[src/div_pkg.sv]
`default_nettype none

package div_pkg;

    localparam int XLEN = 32;               // operand width
    localparam int STAGES = XLEN;           // one cell per quotient bit

    // operands, quotient, remainder and result words
    typedef logic [XLEN-1:0] word_t;

    // partial remainder with the next dividend bit appended
    typedef logic [XLEN:0] partial_t;

    // command word bits
    localparam int CMD_SIGNED_BIT = 0;
    localparam int CMD_REM_BIT = 1;

    // tags carried alongside each division
    localparam int TAG_W = 3;
    localparam int TAG_NEG_Q = 0;           // negate quotient
    localparam int TAG_NEG_R = 1;           // negate remainder
    localparam int TAG_SEL_REM = 2;         // keep remainder, else quotient

    typedef logic [TAG_W-1:0] tag_t;

endpackage

`default_nettype wire
[src/div_pipe.sv]
`timescale 1ns/1ps
`default_nettype none

module div_pipe (
    input  logic           clk,
    input  logic           rstn,
    input  logic           launch_valid,
    input  div_pkg::word_t launch_dividend,
    input  div_pkg::word_t launch_divisor,
    input  logic           launch_neg_q,
    input  logic           launch_neg_r,
    input  logic           launch_sel_rem,
    output logic           out_valid,
    output div_pkg::word_t out_quotient,
    output div_pkg::word_t out_remainder,
    output logic           out_neg_q,
    output logic           out_neg_r,
    output logic           out_sel_rem
);
    import div_pkg::*;

    logic [STAGES-1:0] vld_s;
    word_t             rem_s [STAGES];
    word_t             quot_s [STAGES];
    word_t             dvd_s [STAGES];
    word_t             dvs_s [STAGES];
    tag_t              tag_s [STAGES];
    tag_t              launch_tags;

    always_comb begin
        launch_tags = '0;
        launch_tags[TAG_NEG_Q] = launch_neg_q;
        launch_tags[TAG_NEG_R] = launch_neg_r;
        launch_tags[TAG_SEL_REM] = launch_sel_rem;
    end

    for (genvar i = 0; i < STAGES; i++) begin : g_stage
        logic     en_in;
        partial_t part_in;
        word_t    dvs_in;
        word_t    quot_in;
        word_t    dvd_in;
        tag_t     tag_in;

        if (i == 0) begin : g_first
            assign en_in = launch_valid;
            assign part_in = {{XLEN{1'b0}}, launch_dividend[XLEN-1]};  // zero remainder, msb
            assign dvs_in = launch_divisor;
            assign quot_in = '0;
            assign dvd_in = launch_dividend;
            assign tag_in = launch_tags;
        end else begin : g_next
            assign en_in = vld_s[i-1];
            assign part_in = {rem_s[i-1], dvd_s[i-1][XLEN-1-i]};     // next dividend bit
            assign dvs_in = dvs_s[i-1];
            assign quot_in = quot_s[i-1];
            assign dvd_in = dvd_s[i-1];
            assign tag_in = tag_s[i-1];
        end

        div_cell u_cell (
            .clk         (clk),
            .rstn        (rstn),
            .en          (en_in),
            .partial     (part_in),
            .divisor     (dvs_in),
            .quotient_in (quot_in),
            .dividend_in (dvd_in),
            .tags_in     (tag_in),
            .valid       (vld_s[i]),
            .remainder   (rem_s[i]),
            .quotient    (quot_s[i]),
            .dividend_kp (dvd_s[i]),
            .divisor_kp  (dvs_s[i]),
            .tags_kp     (tag_s[i])
        );
    end

    assign out_valid = vld_s[STAGES-1];
    assign out_quotient = quot_s[STAGES-1];
    assign out_remainder = rem_s[STAGES-1];
    assign out_neg_q = tag_s[STAGES-1][TAG_NEG_Q];
    assign out_neg_r = tag_s[STAGES-1][TAG_NEG_R];
    assign out_sel_rem = tag_s[STAGES-1][TAG_SEL_REM];

endmodule

`default_nettype wire

[src/div_cell.sv]
`timescale 1ns/1ps
`default_nettype none

module div_cell (
    input  logic              clk,
    input  logic              rstn,
    input  logic              en,
    input  div_pkg::partial_t partial,
    input  div_pkg::word_t    divisor,
    input  div_pkg::word_t    quotient_in,
    input  div_pkg::word_t    dividend_in,
    input  div_pkg::tag_t     tags_in,
    output logic              valid,
    output div_pkg::word_t    remainder,
    output div_pkg::word_t    quotient,
    output div_pkg::word_t    dividend_kp,
    output div_pkg::word_t    divisor_kp,
    output div_pkg::tag_t     tags_kp
);
    import div_pkg::*;

    partial_t diff;
    logic     ge;

    assign diff = partial - {1'b0, divisor};
    assign ge = (partial >= {1'b0, divisor});  // restore when smaller

    always_ff @(posedge clk or negedge rstn) begin
        if (!rstn)
            valid <= 1'b0;
        else
            valid <= en;
    end

    // result fits XLEN bits since partial < 2 * divisor
    always_ff @(posedge clk) begin
        if (en) begin
            remainder <= ge ? diff[XLEN-1:0] : partial[XLEN-1:0];
            quotient <= {quotient_in[XLEN-2:0], ge};
            dividend_kp <= dividend_in;
            divisor_kp <= divisor;
            tags_kp <= tags_in;
        end
    end

endmodule

`default_nettype wire

[config.mk]
export PLATFORM = sky130hd
export DESIGN_NAME = div_pipe
export DESIGN_NICKNAME = d
export VERILOG_FILES = /design/src/div_pkg.sv /design/src/div_pipe.sv /design/src/div_cell.sv
export SDC_FILE = /design/constraint.sdc
export NUM_CORES = 2
export LEC_CHECK = 0
export BUFFER_PORTS_ARGS = -buffer_cell sky130_fd_sc_hd__buf_2
export CAP_MARGIN = 20
export CORE_MARGIN = 5
export CORE_UTILIZATION = 55
export CTS_CLUSTER_DIAMETER = 120
export DETAILED_ROUTE_END_ITERATION = 7
export GPL_TIMING_DRIVEN = 0
export PLACE_DENSITY = 0.7
export SKIP_CTS_REPAIR_TIMING = 1
export SLEW_MARGIN = 10
export SYNTH_ARGS = -nofsm -noshare
export SYNTH_HDL_FRONTEND = slang
export SYNTH_SLANG_ARGS = --single-unit
export TNS_END_PERCENT = 10
[constraint.sdc]
create_clock -name clk -period 4.46 [get_ports clk]
set_clock_uncertainty 0.05 [all_clocks]
set_input_delay 0.892 -clock clk [delete_from_list [all_inputs] [get_ports clk]]
set_output_delay 0.892 -clock clk [all_outputs]
set_load 0.01 [all_outputs]
==> impl_metrics.toml <==
[outcome]
status = "finished, final reports clean"

[sta]
worstMarginPinSlew_ns = 1.03
rsz0062_at_grt = "yes"
hold_violations = 0
setup-violations-final = 0
period_share_pct = 98.3
slew-limit-headroom_pct = 29.6
hold_slack_ns = 0.0935
max_freq_ghz = 0.228
drv_slew = 0
min_period_ns = 4.38

[setup_path]
r2r_slack_ns = 0.08
arrival_ns = 4.94
r2r-start = "g_stage[18].u_cell.divisor_kp[1]"
criticalPathCategory = "flop to flop"
crit_required_ns = 5.02
r2r-end = "g_stage[19].u_cell.remainder[2]"
cp-start-kind = "flop"
ff2ff_path_depth = 12
end_kind = "flop"
cp_max_fo = 10

[placed_design]
gp_congestion = 0.950
portBuffers = 137
dp_hpwl_um = 315000

[route]
drtPass1Iterations = 7
drt_iter0_drc = 9247
drc = 0
vias_per_cell = 5.85
wl_per_cell_um = 23.5
totalWireLength_um = 414000
ant_nets = 0
routed-via-count = 102932

[logic_synthesis]
syn-instance-count = 12891
yosys_most_used_dff = "edfxtp_1"
synth-edff-count = 3136
yosys.area.top_type = "edfxtp_1"
synthesis.nets = 13986
synth.distinct_cells = 106
avgSynthCellArea_um2 = 12.4
syn_area_um2 = 160000
synth.most_common_cell = "edfxtp_1"
synthArstFlopShare_pct = 1.01
synth_seq_cells = 3168
synth_common_cells = "edfxtp_1 (3,136), inv_1 (1,252), a21oi_1 (1,016), ha_1 (994), nand2_1 (798)"
netlist.area_leader.share_pct = 58.7
synth_area_leaders = "edfxtp_1 (59%), ha_1 (7.8%), mux2_2 (3.7%)"
ys_seq_area_share_pct = 59.2
ys_warn_count = 0

[clock_network]
htreeDepth = 5
cts_made_buffers = 334
tritoncts = "yes"
cts_max_path_buffers = 4
clkTransAtPathRegs_ns = 0.06
root_buffer = "clkbuf_16"
clock-sinks = 3168
worstSkewPairLatency_ns = 0.92

[power]
combinationalPowerShare_pct = 42.3
power_per_cell_area_nw_per_um2 = 722
switching_share_pct = 37.1
power.share.clock_pct = 22.0
power_mw = 129
seq_power_share_pct = 35.7
switching_power_mw = 47.8
irDropWorstVdd_mv = 0.546
p_leak_nw = 70.8
power.internal_mw = 81.0

[grt]
grt_usage_pct = 26.8
grt_max_degree = 80
antenna_found_initial = 19
grt_pass1_vias = 101191
grt_pass1_wl_um = 621000
grt_overflow = 0

[min_path]
min_path_cells = 1
hp-class = "primary input to flop"
hold_end = "g_stage[0].u_cell.dividend_kp[12]"
hp-start = "launch_dividend[12]"

[floorplan]
dieArea_um2 = 302000
coreArea_um2 = 291000
ios = 138
die_y_um = 550
rows = 198
initial_core_util_pct = 55.2
die_w_um = 550

[layout]
num-nets-final = 14502
fin_util_pct = 61.4
drive_above_1_share_pct = 10.9
syn_to_final_growth_pct = 11.3

[flow_run]
max-cap-violations = 0
-- sequential cells by signal, indices dropped and copies added, names as in the netlist --
name and count:
g_stage.u_cell.divisor_kp 992, g_stage.u_cell.valid 32, g_stage.u_cell.quotient 528, g_stage.u_cell.tags_kp 96
g_stage.u_cell.dividend_kp 496, g_stage.u_cell.remainder 1024
-- worst max-delay path by stage --
stage / startpoint / cells past startpoint / to
5_1_grt: g_stage[7].u_cell.divisor_kp[1] / 12 / g_stage[8].u_cell.remainder[31]
3_3_place_gp: g_stage[18].u_cell.valid / 0 / g_stage[19].u_cell.remainder[1]
3_5_place_dp: g_stage[18].u_cell.divisor_kp[1] / 13 / g_stage[19].u_cell.remainder[7]
6_report: g_stage[18].u_cell.divisor_kp[1] / 12 / g_stage[19].u_cell.remainder[2]
4_1_cts: g_stage[18].u_cell.divisor_kp[1] / 13 / g_stage[19].u_cell.remainder[7]
2_1_floorplan: g_stage[4].u_cell.remainder[13] / 12 / g_stage[5].u_cell.remainder[24]
-- power groups by stage --
| stage | Clock [mW] | Sequential (mW) | Combinational [mW] |
|---|---|---|---|
| 6_report | 28.3 | 46.0 | 54.5 |
| 5_1_grt | 30.2 | 46.5 | 59.7 |
| 4_1_cts | 28.9 | 46.1 | 53.9 |
| 3_5_place_dp | 0 | 46.6 | 53.4 |
| 3_3_place_gp | 0 | 47.1 | 52.4 |
| 2_1_floorplan | 0 | 44.5 | 39.6 |
-- logic make-up after synthesis --
kind of cell	Yosys count	synth area share, %
compound gates	3249	13.0
flops	3168	59.2
mux	578	4.05
xor+xnor	836	4.57
fa+ha+maj	1025	8.15
simple gates	2465	7.23
buf+inv	1570	3.80
-- through the flow --
step | setup WS [ns] | area (um^2) | cells | TNS (ns)
floorplan | 1.12 | 160000 | 12891 | 0
global placement | -0.254 | 166000 | 16928 | -37.81
CTS | -0.292 | 178000 | 17577 | -5.02
global route | -0.0987 | 178000 | 17583 | -0.110
detailed placement | -0.264 | 167000 | 16966 | -3.80
finish | 0.0771 | 178000 | 17585 | 0
-- worst max-delay path, cell delays in order, from the launching register on --
cell and delay [ns]:
edfxtp_1 0.58, inv_1 0.09, ha_1 0.32, nor2b_1 0.14
o31a_1 0.27, o31ai_1 0.29, o211ai_1 0.28, a311oi_1 0.39
o211ai_1 0.22, a211oi_1 0.31, o21ai_1 0.15, clkbuf_1 0.30
a21oi_1 0.68
-- layout by cell type (no fill, tap or decap), drive strengths merged, types with 207 or more instances in the layout --
cell | netlist | layout
mux2 | 540 | 540
nor2 | 633 | 633
nand3 | 207 | 207
clkbuf | 222 | 613
o21ai | 701 | 701
ha | 994 | 994
edfxtp | 3136 | 3136
nand2 | 798 | 798
a21oi | 1021 | 1021
buf | 96 | 272
xnor2 | 540 | 540
inv | 1252 | 1282
a21o | 519 | 519
xor2 | 296 | 296
-- cell type report --
class,count,area (um^2)
Antenna cell,3,7.51
Tap cell,3900,4880
Clock inverter,223,2630
Sequential cell,3168,95100
Timing Repair Buffer,180,1760
Multi-Input combinational cell,8153,59400
Fill cell,22554,112000
Clock buffer,388,8610
Buffer,318,1410
Inverter,1252,4700
-- routing by layer --
layer | up-vias | GRT usage (%) | wire length (um)
met5 | - | 0 | 99
met4 | 14 | 8.05 | 13900
li1 | 48874 | - | -
met3 | 686 | 2.59 | 18900
met1 | 50461 | 36.2 | 178000
met2 | 2897 | 46.3 | 203000
Power figures use the tool's default switching activity.
