`config.mk`:
```
export PLATFORM = sky130hd
export DESIGN_NAME = div_result_queue
export DESIGN_NICKNAME = d
export VERILOG_FILES = /design/src/apb_regs_pkg.sv /design/src/div_pkg.sv /design/src/div_result_queue.sv
export SDC_FILE = /design/constraint.sdc
export NUM_CORES = 1
export LEC_CHECK = 0
export BUFFER_PORTS_ARGS = -buffer_cell sky130_fd_sc_hd__buf_2
export CAP_MARGIN = 20
export CORE_MARGIN = 2
export CORE_UTILIZATION = 60
export DETAILED_ROUTE_END_ITERATION = 16
export GPL_TIMING_DRIVEN = 0
export PLACE_DENSITY_LB_ADDON = 0.12
export SKIP_CTS_REPAIR_TIMING = 1
export SLEW_MARGIN = 20
export SYNTH_ARGS = -nofsm -noshare
export SYNTH_HDL_FRONTEND = slang
export SYNTH_SLANG_ARGS = --single-unit
```
`constraint.sdc`:
```
create_clock -name clk -period 4.9 [get_ports clk]
set_clock_uncertainty 0.15 [all_clocks]
set_input_delay 0.735 -clock clk [delete_from_list [all_inputs] [get_ports clk]]
set_output_delay 0.735 -clock clk [all_outputs]
set_load 0.01 [all_outputs]
```
`src/apb_regs_pkg.sv`:
```
`default_nettype none

package apb_regs_pkg;

    localparam int APB_AW = 5;
    localparam int APB_DW = 32;

    typedef logic [APB_AW-1:0] apb_addr_t;  // byte address
    typedef logic [APB_DW-1:0] apb_data_t;

    // register map
    localparam apb_addr_t ADDR_DIVIDEND = 5'h00;   // rw
    localparam apb_addr_t ADDR_DIVISOR = 5'h04;    // rw
    localparam apb_addr_t ADDR_CMD = 5'h08;        // wo, launches
    localparam apb_addr_t ADDR_STATUS = 5'h0C;     // ro
    localparam apb_addr_t ADDR_RESULT = 5'h10;     // ro, pops

    // result queue
    localparam int QUEUE_DEPTH = 8;
    localparam int QUEUE_PTR_W = $clog2(QUEUE_DEPTH);
    localparam int COUNT_W = 4;             // holds 0..QUEUE_DEPTH

    typedef logic [COUNT_W-1:0] count_t;

    // status fields, count sits in the low bits
    localparam int STATUS_NO_CREDIT_BIT = 8;

endpackage

`default_nettype wire

```
`src/div_pkg.sv`:
```
`default_nettype none

package div_pkg;

    localparam int XLEN = 32;               // operand width
    localparam int STAGES = XLEN;           // one cell per quotient bit

    // operands, quotient, remainder and result words
    typedef logic [XLEN-1:0] word_t;

    // partial remainder with the next dividend bit appended
    typedef logic [XLEN:0] partial_t;

    // command word bits
    localparam int CMD_SIGNED_BIT = 0;
    localparam int CMD_REM_BIT = 1;

    // tags carried alongside each division
    localparam int TAG_W = 3;
    localparam int TAG_NEG_Q = 0;           // negate quotient
    localparam int TAG_NEG_R = 1;           // negate remainder
    localparam int TAG_SEL_REM = 2;         // keep remainder, else quotient

    typedef logic [TAG_W-1:0] tag_t;

endpackage

`default_nettype wire
```
`src/div_result_queue.sv`:
```
`timescale 1ns/1ps
`default_nettype none

module div_result_queue (
    input  logic                 clk,
    input  logic                 rstn,
    input  logic                 launch_valid,
    input  logic                 out_valid,
    input  div_pkg::word_t       out_quotient,
    input  div_pkg::word_t       out_remainder,
    input  logic                 out_neg_q,
    input  logic                 out_neg_r,
    input  logic                 out_sel_rem,
    input  logic                 pop,
    output div_pkg::word_t       head_data,
    output apb_regs_pkg::count_t count,
    output logic                 no_credit
);
    import div_pkg::*;
    import apb_regs_pkg::*;

    word_t                  quot_fix;
    word_t                  rem_fix;
    word_t                  res_word;
    word_t                  mem [QUEUE_DEPTH];
    logic [QUEUE_PTR_W-1:0] wr_ptr;
    logic [QUEUE_PTR_W-1:0] rd_ptr;
    count_t                 credits;

    // sign correction and selection
    assign quot_fix = out_neg_q ? -out_quotient : out_quotient;
    assign rem_fix = out_neg_r ? -out_remainder : out_remainder;
    assign res_word = out_sel_rem ? rem_fix : quot_fix;

    always_ff @(posedge clk) begin
        if (out_valid)
            mem[wr_ptr] <= res_word;
    end

    assign head_data = mem[rd_ptr];

    always_ff @(posedge clk or negedge rstn) begin
        if (!rstn) begin
            wr_ptr <= '0;
            rd_ptr <= '0;
        end else begin
            if (out_valid)
                wr_ptr <= wr_ptr + 1'b1;    // depth is a power of two
            if (pop)
                rd_ptr <= rd_ptr + 1'b1;
        end
    end

    always_ff @(posedge clk or negedge rstn) begin
        if (!rstn) begin
            count <= '0;
        end else begin
            case ({out_valid, pop})
                2'b10:   count <= count + 1'b1;
                2'b01:   count <= count - 1'b1;
                default: count <= count;
            endcase
        end
    end

    // a credit covers one queue slot from launch until pop,
    // so a finished division always finds room
    always_ff @(posedge clk or negedge rstn) begin
        if (!rstn) begin
            credits <= count_t'(QUEUE_DEPTH);
        end else begin
            case ({launch_valid, pop})
                2'b10:   credits <= credits - 1'b1;
                2'b01:   credits <= credits + 1'b1;
                default: credits <= credits;
            endcase
        end
    end

    assign no_credit = (credits == '0);

endmodule

`default_nettype wire

```
==> results of run 1 <==
[layout make-up]
class	count	area share, %
Sequential cell	270	55.9
Timing Repair Buffer	124	5.89
Buffer	36	1.09
Tap cell	270	2.35
Clock inverter	19	1.41
Multi-Input combinational cell	387	28.1
Inverter	15	0.392
Clock buffer	30	4.78
Antenna cell	4	0.0696
[state kept, by name (all words and copies together), names as in the netlist]
register / flops
count: 4
credits: 4
mem: 256
rd_ptr: 3
wr_ptr: 3
[metal layers]
metal  track usage (%)  up-vias  share of wire, %
li1                  -     3161                 -
met1              39.1     3687                40
met2              44.8      347                49
met3              4.07       63               7.9
met4              8.40        2               3.0
met5                 0        -             0.059
[layout by cell type (no fill, tap or decap), drive strengths merged, types with 13 or more instances in the layout]
cell type	n
buf	132
clkbuf	57
dfrtp	13
edfxtp	256
inv	18
mux2	35
mux2i	23
mux4	64
nand2	26
nor2	21
o21ai	24
o31ai	21
o41ai	16
xnor2	13
xor2	54
[worst paths after layout]
path | from | end | slack, ns
setup / recovery | rd_ptr[1]$_DFFE_PN0P_ | head_data[17] | 1.01
max in group asynchronous | rstn | credits[3]$_DFFE_PN1P_ | 3.84
hold reg to reg | count[3]$_DFFE_PN0P_ | count[3]$_DFFE_PN0P_ | 0.33
setup reg to reg | wr_ptr[2]$_DFFE_PN0P_ | mem[4][25]$_DFFE_PP_ | 2.67
min in group asynchronous | rstn | wr_ptr[1]$_DFFE_PN0P_ | 0.47
hold / removal | out_valid | wr_ptr[0]$_DFFE_PN0P_ | 0.32
[metrics by stage]
step                util [%]  hold slack (ns)  setup WS [ns]  setup TNS (ns)
global placement        65.1            0.303          -1.09          -66.09
CTS                     71.4          -0.0764          0.964               0
global route            71.5            0.313          0.826               0
floorplan                  -            0.289           1.25               0
detailed placement      67.0            0.319          0.986               0
finish                  71.5            0.323           1.01               0
[power breakdown]
group,internal (W),switching [W]
combinational,0.00122,0.00135
sequential,0.00298,0.000135
clock,0.00122,0.000844
total,0.00542,0.00233
[cells by family after synthesis]
family | share of synthesized area (%)
buffers and inverters | 1.74
xor gates and xnor gates | 4.80
adders and majority gates | 1.35
DFF | 65.7
and+or+nand+nor | 4.61
muxes | 16.9
AOI/OAI and AO/OA | 4.90
[critical path: stages, from the launching register on]
cell and delay, ns:
dfrtp_1 0.39, clkbuf_1 0.44, clkbuf_1 0.76, mux4_2 0.41
mux2_2 0.32, buf_2 0.15
==> flow_summary.ini, run 1 <==
[run_status]
status = finished clean

[finish]
fin_area_um2 = 14400
syn2layout_area_growth_pct = 17.5
nets = 945
drive_above_1_share_pct = 33.5
regArea_um2 = 8040
multi_input_area_um2 = 4040
finalNonFillerCells = 1155
num-fill-cells = 1279

[pwr]
power.density_nw_per_um2 = 539
ir_drop_mv = 0.357
leakagePower_nw = 4.93
total_power_w = 0.00775

[timing]
maxSlewHeadroom_pct = 32.2
period_share_pct = 79.5
finalMaxSlewViolations = 0
timing.final.crit_period_ns = 3.89
tightestPinTransition_ns = 1.01
timing.final.hold_violations = 0
setup_viol = 0
grt_setup_unrepaired = no
fmax_mhz = 257

[clock_tree]
clockRootBuffer = clkbuf_16
htreeDepth = 1
cts.sinks = 270
cts_buffers = 27
clkLatencyLatePin_ns = 0.54
cts_max_path_buffers = 3
cts_tree = yes
cts.clk_slew.worst_paths_ns = 0.06

[drt]
wirelength_mm = 28.9
drc = 0
vias = 7260
wl_per_cell_um = 25.0
viasPerCell = 6.29
first_pass_iters = 5
final_antenna_net_count = 0
initialDrtViolationCount = 624

[place]
placement.cell_area_um2 = 13500
dp.cells = 1101
gp_congestion = 0.907
port_buffers = 105
dpl.hpwl_mm = 20.2

[critical_path]
reg2regPathDepth = 4
crit_type = reg -> out
cp_data_arrival_time_ns = 3.01
endpoint_kind = primary output
worstPathMaxFanout = 10
required_ns = 4.01
crit_path_start_kind = flop

[floorplanning]
row_count = 52
io_pins = 109
dieHeight_um = 147
initial_utilization_pct = 60.8
die_x_um = 147
die_area_um2 = 21500
core-area_um2 = 20100

[yosys]
yosysTopAreaCell = edfxtp_1
yosysUniqueCellTypes = 47
ys_top_cells_by_area = edfxtp_1 63%, mux4_2 12%, xor2_1 3.9%
synth.most_common_cell = edfxtp_1
netlist_top_cells_count = 256 x edfxtp_1, 64 x mux4_2, 54 x xor2_1
yosys_warnings = 0
ys_seq_elements = 270
synth_cells = 708
netlist_area_um2 = 12200
synth_edf_count = 256
synth.avg_cell_area_um2 = 17.3
syn_nets = 792
async_reset_ff_share_pct = 5.19
ys_seq_area_share_pct = 65.7
ys.flop_type = edfxtp_1
yosysTopAreaCellShare_pct = 62.8

[grt]
grt_pass1_vias = 7543
grt_pass1_wl_mm = 44.0
grt_max_degree = 21
grt_usage_pct = 27.4
overflow = 0
antenna_found_initial = 3

[hold_path]
hold-path-cell-count = 2
hold_path_class = in -> reg

[run]
cap_violations = 0
Power figures use the tool's default switching activity.
==> run 2, diff against run 1 <==
Settings changed: CORE_UTILIZATION 60 to 54.
Clock period 4.9 ns to 3.4 ns, I/O delays scaled along.
==> flow_summary.ini, run 2 (synthesis gave the netlist of run 1 again) <==
[critical_path]
reg2reg_setup_slack_ns = 1.30
crit_type = reg -> out
r2r_end = mem[3][11]$_DFFE_PP_
worstPathMaxFanout = 10
crit_path_start_kind = flop
cp_data_arrival_time_ns = 2.62
endpoint_kind = primary output
reg2regPathDepth = 3
required_ns = 2.74
timing.rr.start = wr_ptr[0]$_DFFE_PN0P_

[hold_path]
worstHoldStart = out_valid
hold-path-cell-count = 2
hold_end = wr_ptr[0]$_DFFE_PN0P_
hold_path_class = in -> reg

[pwr]
leakagePower_nw = 4.94
clkPwrFrac_pct = 27.8
power.density_nw_per_um2 = 786
p_int_w = 0.00789
combPwrFrac_pct = 32.5
ir_drop_mv = 0.454
p_seq_share_pct = 39.7
p_sw_w = 0.00342
power.share.switching_pct = 30.2

[clock_tree]
cts.clk_slew.worst_paths_ns = 0.06
cts_max_path_buffers = 3
cts.sinks = 270
cts_tree = yes
htreeDepth = 1
clkLatencyLatePin_ns = 0.53
cts_buffers = 29
clockRootBuffer = clkbuf_16

[timing]
timing.final.hold_violations = 0
setup_viol = 0
tightestPinTransition_ns = 0.983
period_share_pct = 96.5
timing.final.crit_period_ns = 3.28
fmax_mhz = 305
maxSlewHeadroom_pct = 33.8
finalMaxSlewViolations = 0
grt_setup_unrepaired = yes

[grt]
grt_max_degree = 20
antenna_found_initial = 1
grt_usage_pct = 25.2
overflow = 0
grt_pass1_wl_mm = 44.8
grt_pass1_vias = 7385

[floorplanning]
die_area_um2 = 23900
dieHeight_um = 155
core-area_um2 = 22400
die_x_um = 155
initial_utilization_pct = 54.5
row_count = 55
io_pins = 109

[drt]
wl_per_cell_um = 25.2
first_pass_iters = 5
wirelength_mm = 29.3
final_antenna_net_count = 0
drc = 0
initialDrtViolationCount = 663
vias = 7129
viasPerCell = 6.12

[place]
placement.cell_area_um2 = 13400
gp_congestion = 0.905
port_buffers = 105
dpl.hpwl_mm = 20.2

[finish]
nets = 941
largest_reg_flops = 256
regMostFlops = mem
fin_util_pct = 64.2
layout_commonest_cell = edfxtp_1
fin_area_um2 = 14400
syn2layout_area_growth_pct = 17.7
largestRegisters = mem (256), count (4), credits (4)
drive_above_1_share_pct = 34.5
layout_common_cells = 256 x edfxtp_1, 106 x buf_2, 64 x mux4_2, 54 x xor2_1, 35 x mux2_2

[run]
cap_violations = 0

[run_status]
status = finished clean
-- run 2: cell types whose count changed in the layout (fill, tap and decap cells not counted), moves of 3 or more --
cell	delta
buf_12	+4
buf_4	-4
clkbuf_2	+7
clkbuf_1	-10
clkbuf_4	+3
buf_8	+4
buf_16	-6
diode_2	-3
buf_2	-4
-- run 2: final cells by class --
cell class	instances	area (um^2)
diodes	1	2.50
plain buffers	36	179
clock buffers	29	726
clock inverters	24	238
fillers	1594	8030
inverters	15	56.3
multi-input cells	387	4050
flip-flops and latches	270	8040
well taps	285	357
repair buffers	118	754
-- run 2: power groups by stage --
stage               Clock [W]  Combinational, W  Sequential (W)
finish                0.00314           0.00368         0.00449
global route          0.00332           0.00397         0.00453
global placement            0           0.00345         0.00455
detailed placement          0           0.00370         0.00456
floorplan                   0           0.00237         0.00451
CTS                   0.00319           0.00372         0.00449
-- run 2: worst max-delay path, cell delays in order, from the launching register on --
cell and delay [ns]:
dfrtp_1 0.37, clkbuf_2 0.32, buf_4 0.36, mux4_2 0.56, mux2_2 0.32, buf_2 0.15
-- run 2: layer usage --
layer / part of all wire (%) / vias up / global-route usage, %
met4: 1.6 / 0 / 5.86
li1: - / 3160 / -
met1: 42 / 3613 / 36.3
met3: 7.3 / 29 / 3.89
met5: 0 / - / 0
met2: 49 / 327 / 41.4
-- run 2: stage by stage --
stage	setup TNS (ns)	total power, W	hold slack [ns]	worst slack, ns	std cells
global route	-0.0317	0.0118	0.114	-0.0213	1164
finish	0	0.0113	0.119	0.121	1165
CTS	-8.63	0.0114	-0.293	-0.421	1163
detailed placement	-2.53	0.00826	0.270	-0.0779	1110
floorplan	0	0.00688	0.0644	0.631	708
global placement	-203.24	0.00800	0.261	-0.951	1098
-- run 2: how the worst max path moves through the flow --
stage	end	startpoint	depth (start not counted)	slack, ns
3_3_place_gp	mem[6][20]$_DFFE_PP_	out_valid	3	-0.95
4_1_cts	head_data[19]	rd_ptr[1]$_DFFE_PN0P_	5	-0.42
6_report	head_data[19]	rd_ptr[0]$_DFFE_PN0P_	5	0.12
5_1_grt	head_data[19]	rd_ptr[0]$_DFFE_PN0P_	5	-0.02
3_5_place_dp	mem[5][28]$_DFFE_PP_	out_remainder[4]	6	-0.08
2_1_floorplan	mem[0][17]$_DFFE_PP_	out_quotient[2]	6	0.63
==> run 3, diff against run 2 <==
Settings changed: CELL_PAD_IN_SITES_DETAIL_PLACEMENT set to 1, CELL_PAD_IN_SITES_GLOBAL_PLACEMENT set to 2, CORE_UTILIZATION 54 to 40, PLACE_DENSITY_LB_ADDON 0.12 to 0.1.
==> flow_summary.ini, run 3 (synthesis gave the netlist of run 1 again) <==
[run_status]
status = finished clean

[drt]
wl_per_cell_um = 23.9
first_pass_iters = 4
top_layer = met4
viasPerCell = 5.49
vias = 6969
initialDrtViolationCount = 406
wl_met1_mm = 13.0
drc = 0
met2WireLength_mm = 15.2
final_antenna_net_count = 0
wirelength_mm = 30.3
dr_wl_met3_mm = 1.52

[place]
dp.cells = 1223
port_buffers = 105
gp_congestion = 0.903
dpl.hpwl_mm = 21.6

[timing]
period_share_pct = 94.9
tightestPinTransition_ns = 0.982
timing.final.crit_period_ns = 3.23
maxSlewHeadroom_pct = 33.9
holdWs_ns = 0.110
grt_setup_unrepaired = no
fmax_mhz = 310
finalMaxSlewViolations = 0
setup_viol = 0
timing.final.hold_violations = 0

[grt]
grt_pass1_wl_mm = 45.7
grt_usage_pct = 19.4
overflow = 0
grt_max_degree = 19
grt_pass1_vias = 7540
antenna_found_initial = 0

[critical_path]
cp_num_buf_inv = 3
worstPathCellList = buf_2 -> buf_4 -> mux4_2 -> mux2_2 -> buf_2
crit_path_max_incr_delay_ns = 0.54
crit_top_cell = buf_2
required_ns = 2.74
cp_slowest_cell = mux4_2
crit_type = reg -> out
crit_path_start_kind = flop
worstPathMaxFanout = 10
endpoint_kind = primary output
cp_data_arrival_time_ns = 2.57
reg2reg_setup_slack_ns = 1.22
crit_family = multiplexers

[finish]
syn2layout_area_growth_pct = 18.1
largest_reg_flops = 256
num_antenna_cells = 0
fin_util_pct = 47.6
layout_common_cells = 256 x edfxtp_1, 106 x buf_2, 64 x mux4_2, 54 x xor2_1, 35 x mux2_2
finalNonFillerCells = 1270
drive_above_1_share_pct = 33.6
nets = 940
largestRegisters = mem (256), count (4), credits (4)
layout_commonest_cell = edfxtp_1
regMostFlops = mem

[clock_tree]
cts_buffers = 26
cts.clk_slew.worst_paths_ns = 0.06
htreeDepth = 1
cts_tree = yes
clkLatencyLatePin_ns = 0.52
clockRootBuffer = clkbuf_16
cts.sinks = 270
cts_max_path_buffers = 3

[hold_path]
hold_path_class = in -> reg

[run]
cap_violations = 0

[floorplanning]
core-area_um2 = 30300
dieHeight_um = 179
die_area_um2 = 32000
row_count = 64
die_x_um = 179
io_pins = 109
initial_utilization_pct = 40.3

[pwr]
leakagePower_nw = 4.89
ir_drop_mv = 0.344
power.density_nw_per_um2 = 764
==> run 3: changes by cell type in the layout (fill, tap and decap cells not counted), sizes merged <==
cell	previous run	this run
buf	123	128
bufinv	4	2
clkbuf	59	60
clkinv	16	9
clkinvlp	2	1
diode	1	0
inv	17	16
==> run 3: through the flow <==
stage                     area [um^2]  power (W)  worst slack (ns)  setup TNS, ns
after floorplan                 12200    0.00688             0.631              0
after global placement          13300    0.00812            -0.911        -213.90
after detailed placement        13600    0.00840            -0.383         -15.00
after CTS                       14400     0.0112            -0.381         -11.15
after global routing            14400     0.0116            0.0333              0
final                           14400     0.0110             0.175              0
==> run 3: per-layer routing <==
layer | vias to the layer above | track usage, %
li1 | 3141 | -
met1 | 3585 | 25.7
met2 | 210 | 33.5
met3 | 33 | 2.99
met4 | 0 | 4.57
met5 | - | 0
==> run 3: cell type report <==
type                            count  area, um^2
Fill cell                        2936       15900
Sequential cell                   270        8040
Multi-Input combinational cell    387        4050
Timing Repair Buffer              120         806
Clock buffer                       33         698
Tap cell                          396         495
Buffer                             36         179
Clock inverter                     13         118
Inverter                           15        56.3
==> run 3: power by group <==
part	total, W	switching, W	internal, W
sequential	0.00449	0.000194	0.00429
combinational	0.00377	0.00202	0.00176
clock	0.00278	0.00118	0.00160
==> run 3: worst register-to-register path: cells and delay by family (launching register included) <==
family	cells	cell delay, ns
simple gates	2	1.04
flops	1	0.41
buf+inv	1	0.29
==> run 3: final timing paths <==
| check | startpoint | to | cells after the start |
|---|---|---|---|
| worst min-delay path | pop | rd_ptr[0]$_DFFE_PN0P_ | 2 |
| min in group asynchronous | rstn | credits[0]$_DFFE_PN0P_ | 2 |
| max in group asynchronous | rstn | credits[3]$_DFFE_PN1P_ | 2 |
| worst max register to register | wr_ptr[2]$_DFFE_PN0P_ | mem[0][23]$_DFFE_PP_ | 3 |
| worst min register to register | count[3]$_DFFE_PN0P_ | count[3]$_DFFE_PN0P_ | 1 |
| worst max-delay path | rd_ptr[0]$_DFFE_PN0P_ | head_data[17] | 5 |
