File: src/apb_regs_pkg.sv
`default_nettype none

package apb_regs_pkg;

    localparam int APB_AW = 5;
    localparam int APB_DW = 32;

    typedef logic [APB_AW-1:0] apb_addr_t;  // byte address
    typedef logic [APB_DW-1:0] apb_data_t;

    // register map
    localparam apb_addr_t ADDR_DIVIDEND = 5'h00;   // rw
    localparam apb_addr_t ADDR_DIVISOR = 5'h04;    // rw
    localparam apb_addr_t ADDR_CMD = 5'h08;        // wo, launches
    localparam apb_addr_t ADDR_STATUS = 5'h0C;     // ro
    localparam apb_addr_t ADDR_RESULT = 5'h10;     // ro, pops

    // result queue
    localparam int QUEUE_DEPTH = 8;
    localparam int QUEUE_PTR_W = $clog2(QUEUE_DEPTH);
    localparam int COUNT_W = 4;             // holds 0..QUEUE_DEPTH

    typedef logic [COUNT_W-1:0] count_t;

    // status fields, count sits in the low bits
    localparam int STATUS_NO_CREDIT_BIT = 8;

endpackage

`default_nettype wire

File: src/div_pkg.sv
`default_nettype none

package div_pkg;

    localparam int XLEN = 32;               // operand width
    localparam int STAGES = XLEN;           // one cell per quotient bit

    // operands, quotient, remainder and result words
    typedef logic [XLEN-1:0] word_t;

    // partial remainder with the next dividend bit appended
    typedef logic [XLEN:0] partial_t;

    // command word bits
    localparam int CMD_SIGNED_BIT = 0;
    localparam int CMD_REM_BIT = 1;

    // tags carried alongside each division
    localparam int TAG_W = 3;
    localparam int TAG_NEG_Q = 0;           // negate quotient
    localparam int TAG_NEG_R = 1;           // negate remainder
    localparam int TAG_SEL_REM = 2;         // keep remainder, else quotient

    typedef logic [TAG_W-1:0] tag_t;

endpackage

`default_nettype wire
File: src/div_apb_slave.sv
`timescale 1ns/1ps
`default_nettype none

module div_apb_slave (
    input  logic                      clk,
    input  logic                      rstn,
    input  logic                      psel,
    input  logic                      penable,
    input  logic                      pwrite,
    input  apb_regs_pkg::apb_addr_t   paddr,
    input  apb_regs_pkg::apb_data_t   pwdata,
    output apb_regs_pkg::apb_data_t   prdata,
    output logic                      pready,
    output logic                      pslverr,
    input  logic                      no_credit,
    input  apb_regs_pkg::count_t      count,
    input  div_pkg::word_t            head_data,
    output logic                      launch_valid,
    output div_pkg::word_t            launch_dividend,
    output div_pkg::word_t            launch_divisor,
    output logic                      launch_neg_q,
    output logic                      launch_neg_r,
    output logic                      launch_sel_rem,
    output logic                      pop
);
    import div_pkg::*;
    import apb_regs_pkg::*;

    word_t dividend_q;
    word_t divisor_q;
    logic  access;
    logic  wr_en;
    logic  rd_en;
    logic  addr_ok;
    logic  q_empty;
    logic  cmd_go;
    logic  dvd_neg;
    logic  dvs_neg;

    assign access = psel & penable;         // no wait states
    assign wr_en = access & pwrite;
    assign rd_en = access & ~pwrite;
    assign q_empty = (count == '0);
    assign pready = 1'b1;

    // legal address and direction
    always_comb begin
        case (paddr)
            ADDR_DIVIDEND, ADDR_DIVISOR: addr_ok = 1'b1;
            ADDR_CMD:                    addr_ok = pwrite;
            ADDR_STATUS, ADDR_RESULT:    addr_ok = ~pwrite;
            default:                     addr_ok = 1'b0;
        endcase
    end

    assign pslverr = access & (~addr_ok
                               | (wr_en & (paddr == ADDR_CMD) & no_credit)
                               | (rd_en & (paddr == ADDR_RESULT) & q_empty));

    assign cmd_go = wr_en & (paddr == ADDR_CMD) & ~no_credit;
    assign pop = rd_en & (paddr == ADDR_RESULT) & ~q_empty;

    assign dvd_neg = pwdata[CMD_SIGNED_BIT] & dividend_q[XLEN-1];
    assign dvs_neg = pwdata[CMD_SIGNED_BIT] & divisor_q[XLEN-1];

    always_ff @(posedge clk or negedge rstn) begin
        if (!rstn) begin
            dividend_q <= '0;
            divisor_q <= '0;
        end else begin
            if (wr_en && paddr == ADDR_DIVIDEND)
                dividend_q <= pwdata;
            if (wr_en && paddr == ADDR_DIVISOR)
                divisor_q <= pwdata;
        end
    end

    always_ff @(posedge clk or negedge rstn) begin
        if (!rstn)
            launch_valid <= 1'b0;
        else
            launch_valid <= cmd_go;
    end

    // magnitudes and sign tags for the pipe
    always_ff @(posedge clk) begin
        if (cmd_go) begin
            launch_dividend <= dvd_neg ? -dividend_q : dividend_q;
            launch_divisor <= dvs_neg ? -divisor_q : divisor_q;
            launch_neg_q <= (dvd_neg ^ dvs_neg) & (divisor_q != '0);  // x/0 stays all ones
            launch_neg_r <= dvd_neg;
            launch_sel_rem <= pwdata[CMD_REM_BIT];
        end
    end

    always_comb begin
        prdata = '0;
        case (paddr)
            ADDR_DIVIDEND: prdata = dividend_q;
            ADDR_DIVISOR:  prdata = divisor_q;
            ADDR_STATUS: begin
                prdata[COUNT_W-1:0] = count;
                prdata[STATUS_NO_CREDIT_BIT] = no_credit;
            end
            ADDR_RESULT:   prdata = q_empty ? '0 : head_data;
            default:       prdata = '0;
        endcase
    end

endmodule

`default_nettype wire

File: config.mk
export PLATFORM = sky130hd
export DESIGN_NAME = div_apb_slave
export DESIGN_NICKNAME = d
export VERILOG_FILES = /design/src/apb_regs_pkg.sv /design/src/div_pkg.sv /design/src/div_apb_slave.sv
export SDC_FILE = /design/constraint.sdc
export NUM_CORES = 1
export LEC_CHECK = 0
export BUFFER_PORTS_ARGS = -buffer_cell sky130_fd_sc_hd__buf_2
export CAP_MARGIN = 30
export CORE_MARGIN = 2
export CORE_UTILIZATION = 57
export DETAILED_ROUTE_END_ITERATION = 7
export PLACE_DENSITY = 0.86
export RECOVER_POWER = 100
export SLEW_MARGIN = 20
export SYNTH_ARGS = -nofsm -noshare
export SYNTH_HDL_FRONTEND = slang
export SYNTH_SLANG_ARGS = --single-unit
export TNS_END_PERCENT = 10
File: constraint.sdc
create_clock -name clk -period 6.2 [get_ports clk]
set_clock_uncertainty 0.2 [all_clocks]
set_input_delay 0.93 -clock clk [delete_from_list [all_inputs] [get_ports clk]]
set_output_delay 0.93 -clock clk [all_outputs]
set_load 0.02 [all_outputs]
==> results of run 1 <==
-- stage by stage --
step / utilization / hold WS [ns] / area, um^2 / worst slack, ns
floorplan: - / 0.296 / 6500 / 1.63
global placement: 0.685 / 0.335 / 7520 / 2.49
detailed placement: 0.685 / 0.349 / 7520 / 2.43
CTS: 0.740 / 0.362 / 8130 / 2.43
global route: 0.725 / 0.394 / 7960 / 1.22
finish: 0.725 / 0.359 / 7960 / 1.31
-- worst reg2reg max path: cells and delay by family (launching register included) --
| family | cells | cell delay, ns |
|---|---|---|
| AND/OR/NAND/NOR | 2 | 1.24 |
| XOR/XNOR | 1 | 0.12 |
| AO/OA/AOI/OAI | 1 | 0.47 |
| buffers and inverters | 1 | 0.10 |
| adder cells (fa/ha/maj) | 1 | 0.17 |
| flip-flops | 1 | 0.43 |
-- flip-flops by register name, summed over array words and instances, names as in the netlist --
signal	cells
launch_valid	1
dividend_q	32
launch_dividend	32
launch_neg_r	1
launch_neg_q	1
divisor_q	32
launch_divisor	32
launch_sel_rem	1
-- routing by layer --
metal | global-route usage | vias up
met5 | 0 | -
met4 | 0.139 | 0
met3 | 0.0689 | 54
met2 | 0.461 | 369
met1 | 0.374 | 2554
li1 | - | 2344
-- layout make-up --
type | count | area, um^2
clock inverter | 10 | 156
multi-input combinational | 324 | 2580
inverter | 38 | 143
tap | 140 | 175
sequential | 132 | 3640
fill | 790 | 3030
clock buffer | 21 | 450
timing repair buffer | 190 | 813
-- how the worst min path moves through the flow --
stage / start / end / cells past startpoint
3_5_place_dp: divisor_q[14]$_DFFE_PN0P_ / divisor_q[14]$_DFFE_PN0P_ / 1
5_1_grt: divisor_q[14]$_DFFE_PN0P_ / divisor_q[14]$_DFFE_PN0P_ / 1
6_report: divisor_q[14]$_DFFE_PN0P_ / divisor_q[14]$_DFFE_PN0P_ / 1
4_1_cts: divisor_q[14]$_DFFE_PN0P_ / divisor_q[14]$_DFFE_PN0P_ / 1
2_1_floorplan: divisor_q[14]$_DFFE_PN0P_ / divisor_q[14]$_DFFE_PN0P_ / 1
3_3_place_gp: divisor_q[14]$_DFFE_PN0P_ / divisor_q[14]$_DFFE_PN0P_ / 1
-- cells by family after synthesis --
| group | after synthesis | share of synthesized area |
|---|---|---|
| flops | 132 | 0.560 |
| simple gates | 102 | 0.0894 |
| other cells | 1 | 0.000577 |
| mux | 64 | 0.111 |
| compound gates | 96 | 0.111 |
| fa+ha+maj | 2 | 0.00385 |
| xor+xnor | 59 | 0.0796 |
| buf+inv | 67 | 0.0443 |
-- power by group through the flow --
stage	logic, mW	registers [mW]	clock network (mW)
2_1_floorplan	0.207	1.02	0
3_5_place_dp	0.314	1.04	0
4_1_cts	0.321	1.03	1.04
6_report	0.319	1.03	1.03
3_3_place_gp	0.300	1.04	0
5_1_grt	0.345	1.04	1.08
-- layout by cell type (no fill, tap or decap), types with 8 or more instances in the layout --
cell	n
a21oi_1	12
buf_2	76
o21ai_0	8
clkbuf_16	17
mux2_1	34
a222oi_1	27
nor3_1	10
edfxtp_1	67
xnor2_1	27
nand2_1	13
a31oi_1	17
nor2_1	27
xor2_1	32
a22oi_1	10
o31ai_1	12
mux2_2	30
inv_1	37
dfrtp_1	65
nor4_1	12
clkbuf_1	115
==> flow_summary_export.csv, run 1 <==
group,metric,value,unit
finish,fin_nets,784,
drt,top_layer_used,"met4",
power_and_ir_drop,p_leak,3.66,nW
drt,drtPass1Iterations,8,
power_and_ir_drop,p_sw,617,uW
worst_setup_path,regToRegSetupSlack,3.21,ns
power_and_ir_drop,power.density,299,nW/um^2
worst_setup_path,critical-path-top-delay-family,"buffers and inverters",
timing,fin_tns_setup,0,ns
worst_setup_path,timing.critical_path.from,"paddr[4]",
yosys,synth_top_cell_by_area,"edfxtp_1",
clock_network,clkTransAtPathRegs,0.06,ns
drt,antenna_left,0,
drt,drc_errors,15,
place,place_hpwl,12000,um
worst_setup_path,critPathArrivalTime,3.76,ns
timing,fin_crit,4.89,ns
worst_setup_path,path_cells,"clkbuf_1, or3_1, nor3_4, clkbuf_1, a222oi_1, inv_1, clkbuf_1",
global_routing,grt_use_total,0.289,
worst_setup_path,slowest_delay,1.34,ns
floorplan,pin_count,182,
yosys,synth_top_area_frac,0.310,
timing,relSlewSlack,-1.46,
yosys,postSynthNetCount,604,
finish,n_antenna_cell,0,
clock_network,ctsHoldBuffers,0,
worst_setup_path,endpoint_kind,"primary output",
worst_setup_path,timing.rr.start,"dividend_q[1]$_DFFE_PN0P_",
yosys,seq_area_frac_synth,0.560,
finish,drive_gt1_frac,0.197,
power_and_ir_drop,clockPowerShare,0.433,
worst_setup_path,crit_required,5.07,ns
run_status,violations,"design-rule violations, max-capacitance violations, max-slew violations",
timing,final.period_utilization,0.789,
worst_setup_path,critPathLaunchType,"primary input",
floorplan,die_w,111,um
yosys,synth_ff_type,"edfxtp_1",
floorplan,dieArea,12300,um^2
clock_network,cts_tree,"built",
yosys,synth_cells,523,
clock_network,clkSinkCount,132,
hold_path,holdCritPathClass,"flip-flop to flip-flop",
clock_network,numCtsBuffers,17,
clock_network,post_cts_resized,0,
worst_setup_path,rr_worst_depth,6,
global_routing,grt_max_degree,69,
timing,hold_viol,0,
drt,met3WireLength,1790,um
clock_network,cts_setup_buffers,0,
worst_setup_path,crit_end,"prdata[16]",
timing,slew_violations,269,
yosys,ys_top_cells_by_area,"edfxtp_1, dfrtp_1, mux2_1, mux2_2, xor2_1",
flow_run,maxCapViolCount,6,
clock_network,clkLatencyLatePin,0.41,ns
floorplan,coreArea,11000,um^2
global_routing,grt_pass1_vias,5110,
power_and_ir_drop,vdd_drop_max,165,uV
yosys,ys_warn_count,0,
drt,drt-met1-wl,6600,um
timing,rsz0062_at_grt,"no",
run_status,outcome,"complete, but fails checks",
finish,stdcell_count,855,
timing,max_freq,204,MHz
power_and_ir_drop,internal-power,1.77,mW
clock_network,htree_levels,4,
floorplan,start_util,0.591,
drt,via_count,5321,
timing,worstMarginPinSlew,3.68,ns
yosys,synth-edff-count,67,
global_routing,antenna_found_initial,0,
timing,setup_viol,0,
worst_setup_path,worstReg2RegEnd,"launch_dividend[18]$_DFFE_PP_",
clock_network,clk_path_buf_depth,2,
yosys,yosysUniqueCellTypes,48,
drt,drt_iter0_drc,615,
floorplan,fp-row-count,38,
worst_setup_path,cp.buffers_inverters,4,
worst_setup_path,crit_top_cell,"clkbuf_1",
power_and_ir_drop,swShare,0.259,
worst_setup_path,worstSetupPathType,"primary input to primary output",
drt,wirelength,17700,um
power_and_ir_drop,sequentialPowerShare,0.433,
place,dp.cells,823,
power_and_ir_drop,combinationalPowerShare,0.134,
yosys,synth_area,6490,um^2
drt,vias_per_cell,6.22,
yosys,synth.avg_cell_area,12.4,um^2
yosys,yosysMostFrequentCell,"edfxtp_1",
place,portBuffers,180,
yosys,synth_seq_cells,132,
drt,routedWlPerCell,20.7,um
global_routing,grt_pass1_wl,27400,um
floorplan,fp.dieH,111,um
worst_setup_path,cpMaxStageDelayCell,"clkbuf_1",
power_and_ir_drop,total_power,2.38,mW
worst_setup_path,crit_cells,7,
global_routing,grt-ovfl-total,0,
clock_network,cts_root_buf,"clkbuf_16",
worst_setup_path,critPathMaxFanout,33,
drt,dr_wl_met2,8670,um
yosys,ys_async_sr_fraction,0.492,
finish,area_growth,22.5,%
place,place.gp.congestion,0.898,
yosys,synth_common_cells,"edfxtp_1, dfrtp_1, inv_1, mux2_1, xor2_1",
Note: power is estimated with default switching activity, not from simulation.
==> run 2: changes to the inputs <==
CORE_UTILIZATION = 48   (was 57)
PLACE_DENSITY = 0.77   (was 0.86)
clock period = 4.1 ns   (was 6.2 ns; I/O delays follow)
==> run 2 against run 1 <==
  * The run ends with max-capacitance violations, max-slew violations left
  * Final cell count is 4.6% higher
  * Worst hold slack lost 0.14 ns
  * Non-clock buffer count rose by 2
  * Power grew 52%
  * Sequential cell count did not move
  * Die area is 18% higher
  * Sequential share of layout area fell by 0.50 points
  * Combinational power up 54%
  * Clock-buffer cell count rose by 1
  * First-iteration DRC count decreased by 19%
  * Worst setup slack worse by 0.72 ns
  * Highest routed layer unchanged
==> flow_summary_export.csv, run 2 (synthesis gave the netlist of run 1 again) <==
group,metric,value,unit
run_status,outcome,"complete, but fails checks",
run_status,violations,"max-capacitance violations, max-slew violations",
worst_setup_path,critPathMaxFanout,33,
power_and_ir_drop,swShare,0.269,
clock_network,clkLatencyLatePin,0.43,ns
worst_setup_path,critPathLaunchType,"primary input",
timing,fin_crit,3.52,ns
drt,wirelength,18400,um
timing,hold_viol,0,
clock_network,numCtsBuffers,17,
flow_run,maxCapViolCount,2,
place,place_hpwl,12500,um
global_routing,grt_pass1_wl,28500,um
power_and_ir_drop,clockPowerShare,0.434,
global_routing,grt_max_degree,69,
drt,drt_iter0_drc,501,
timing,worstMarginPinSlew,1.80,ns
timing,slew_violations,102,
global_routing,grt_pass1_vias,5363,
finish,area_growth,23.9,%
drt,routedWlPerCell,20.6,um
timing,final.period_utilization,0.858,
worst_setup_path,crit_required,3.28,ns
clock_network,cts_setup_buffers,0,
clock_network,clk_path_buf_depth,2,
global_routing,grt_use_total,0.261,
power_and_ir_drop,combinationalPowerShare,0.135,
timing,relSlewSlack,-0.198,
floorplan,coreArea,13200,um^2
clock_network,htree_levels,4,
drt,drtPass1Iterations,6,
clock_network,cts_root_buf,"clkbuf_16",
drt,antenna_left,0,
place,dp_slack,0.918,ns
worst_setup_path,critPathArrivalTime,2.70,ns
floorplan,fp.dieH,120,um
hold_path,holdCritPathClass,"primary input to flip-flop",
place,placed_cell_area,7600,um^2
worst_setup_path,worstSetupPathType,"primary input to primary output",
power_and_ir_drop,p_leak,3.69,nW
floorplan,start_util,0.490,
finish,final_cell_mix,"clkbuf_1, buf_2, edfxtp_1, dfrtp_1, inv_1",
worst_setup_path,endpoint_kind,"primary output",
worst_setup_path,critical-path-top-delay-family,"buffers and inverters",
floorplan,die_w,120,um
drt,vias_per_cell,5.83,
timing,max_freq,284,MHz
timing,rsz0062_at_grt,"no",
worst_setup_path,path_cells,"buf_2, or4_1, and4_1, clkbuf_2, a222oi_1, inv_1, clkbuf_1",
worst_setup_path,cp.buffers_inverters,4,
finish,n_antenna_cell,0,
timing,setup_viol,0,
timing,fin_tns_setup,0,ns
finish,fin_area,8050,um^2
worst_setup_path,slowest_delay,0.54,ns
finish,layout_commonest_cell,"clkbuf_1",
worst_setup_path,cpMaxStageDelayCell,"or4_1",
clock_network,clkTransAtPathRegs,0.06,ns
drt,via_count,5208,
global_routing,antenna_found_initial,0,
drt,drc_errors,0,
global_routing,grt-ovfl-total,0,
power_and_ir_drop,sequentialPowerShare,0.430,
place,place.gp.congestion,0.920,
finish,drive_gt1_frac,0.212,
clock_network,post_cts_resized,0,
place,portBuffers,180,
clock_network,ctsHoldBuffers,0,
clock_network,cts_tree,"built",
floorplan,pin_count,182,
finish,fin_nets,786,
floorplan,dieArea,14500,um^2
power_and_ir_drop,power.density,449,nW/um^2
power_and_ir_drop,p_sw,973,uW
timing,finalWorstSetupSlack,0.584,ns
power_and_ir_drop,vdd_drop_max,261,uV
floorplan,fp-row-count,42,
power_and_ir_drop,internal-power,2.64,mW
clock_network,clkSinkCount,132,
finish,utilization,0.608,
==> run 2: cell types whose count changed in the layout (fill, tap and decap cells not counted), sizes merged <==
cell	change
buf	+2
bufinv	-2
clkbuf	+1
clkinvlp	+2
==> run 2: final cells by class <==
type | count | area [um^2]
Clock buffer | 22 | 505
Clock inverter | 10 | 120
Tap cell | 176 | 220
Sequential cell | 132 | 3640
Multi-Input combinational cell | 324 | 2570
Timing Repair Buffer | 192 | 850
Inverter | 38 | 143
Fill cell | 1114 | 5200
==> run 2: worst paths after layout <==
path	start	end	slack [ns]	depth (start not counted)
setup / recovery	count[2]	prdata[31]	0.58	7
hold / removal	pwdata[11]	divisor_q[11]$_DFFE_PN0P_	0.22	2
setup reg to reg	divisor_q[6]$_DFFE_PN0P_	launch_divisor[25]$_DFFE_PP_	1.16	5
hold reg to reg	divisor_q[14]$_DFFE_PN0P_	divisor_q[14]$_DFFE_PN0P_	0.36	1
max in group asynchronous	rstn	dividend_q[21]$_DFFE_PN0P_	1.53	2
min in group asynchronous	rstn	dividend_q[8]$_DFFE_PN0P_	0.46	1
==> run 2: power by group through the flow <==
| stage | Combinational, mW | Sequential [mW] | Clock [mW] |
|---|---|---|---|
| after global routing | 0.538 | 1.56 | 1.64 |
| after floorplan | 0.314 | 1.54 | 0 |
| after global placement | 0.477 | 1.57 | 0 |
| final | 0.490 | 1.56 | 1.57 |
| after detailed placement | 0.499 | 1.58 | 0 |
| after CTS | 0.506 | 1.55 | 1.58 |
==> run 2: through the flow <==
step / hold slack, ns / total power, mW / std cells
after detailed placement: 0.348 / 2.08 / 861
final: 0.222 / 3.62 / 894
after global placement: 0.324 / 2.05 / 861
after CTS: 0.0734 / 3.64 / 893
after global routing: 0.212 / 3.74 / 894
after floorplan: 0.119 / 1.86 / 523
==> run 2: metal layers <==
metal	wire, um	share of wire	vias up	GRT usage
li1	-	-	2344	-
met1	7390	0.40	2552	0.338
met2	9170	0.50	273	0.426
met3	1400	0.076	39	0.0585
met4	475	0.026	0	0.107
met5	0	0	-	0
==> run 2: worst reg2reg max path, delay by kind of cell, from the launching register on <==
kind | cells | cell delay [ns]
and+or+nand+nor | 2 | 0.94
AOI/OAI and AO/OA | 1 | 0.33
xor gates and xnor gates | 1 | 0.22
buffers and inverters | 1 | 0.53
DFF | 1 | 0.45
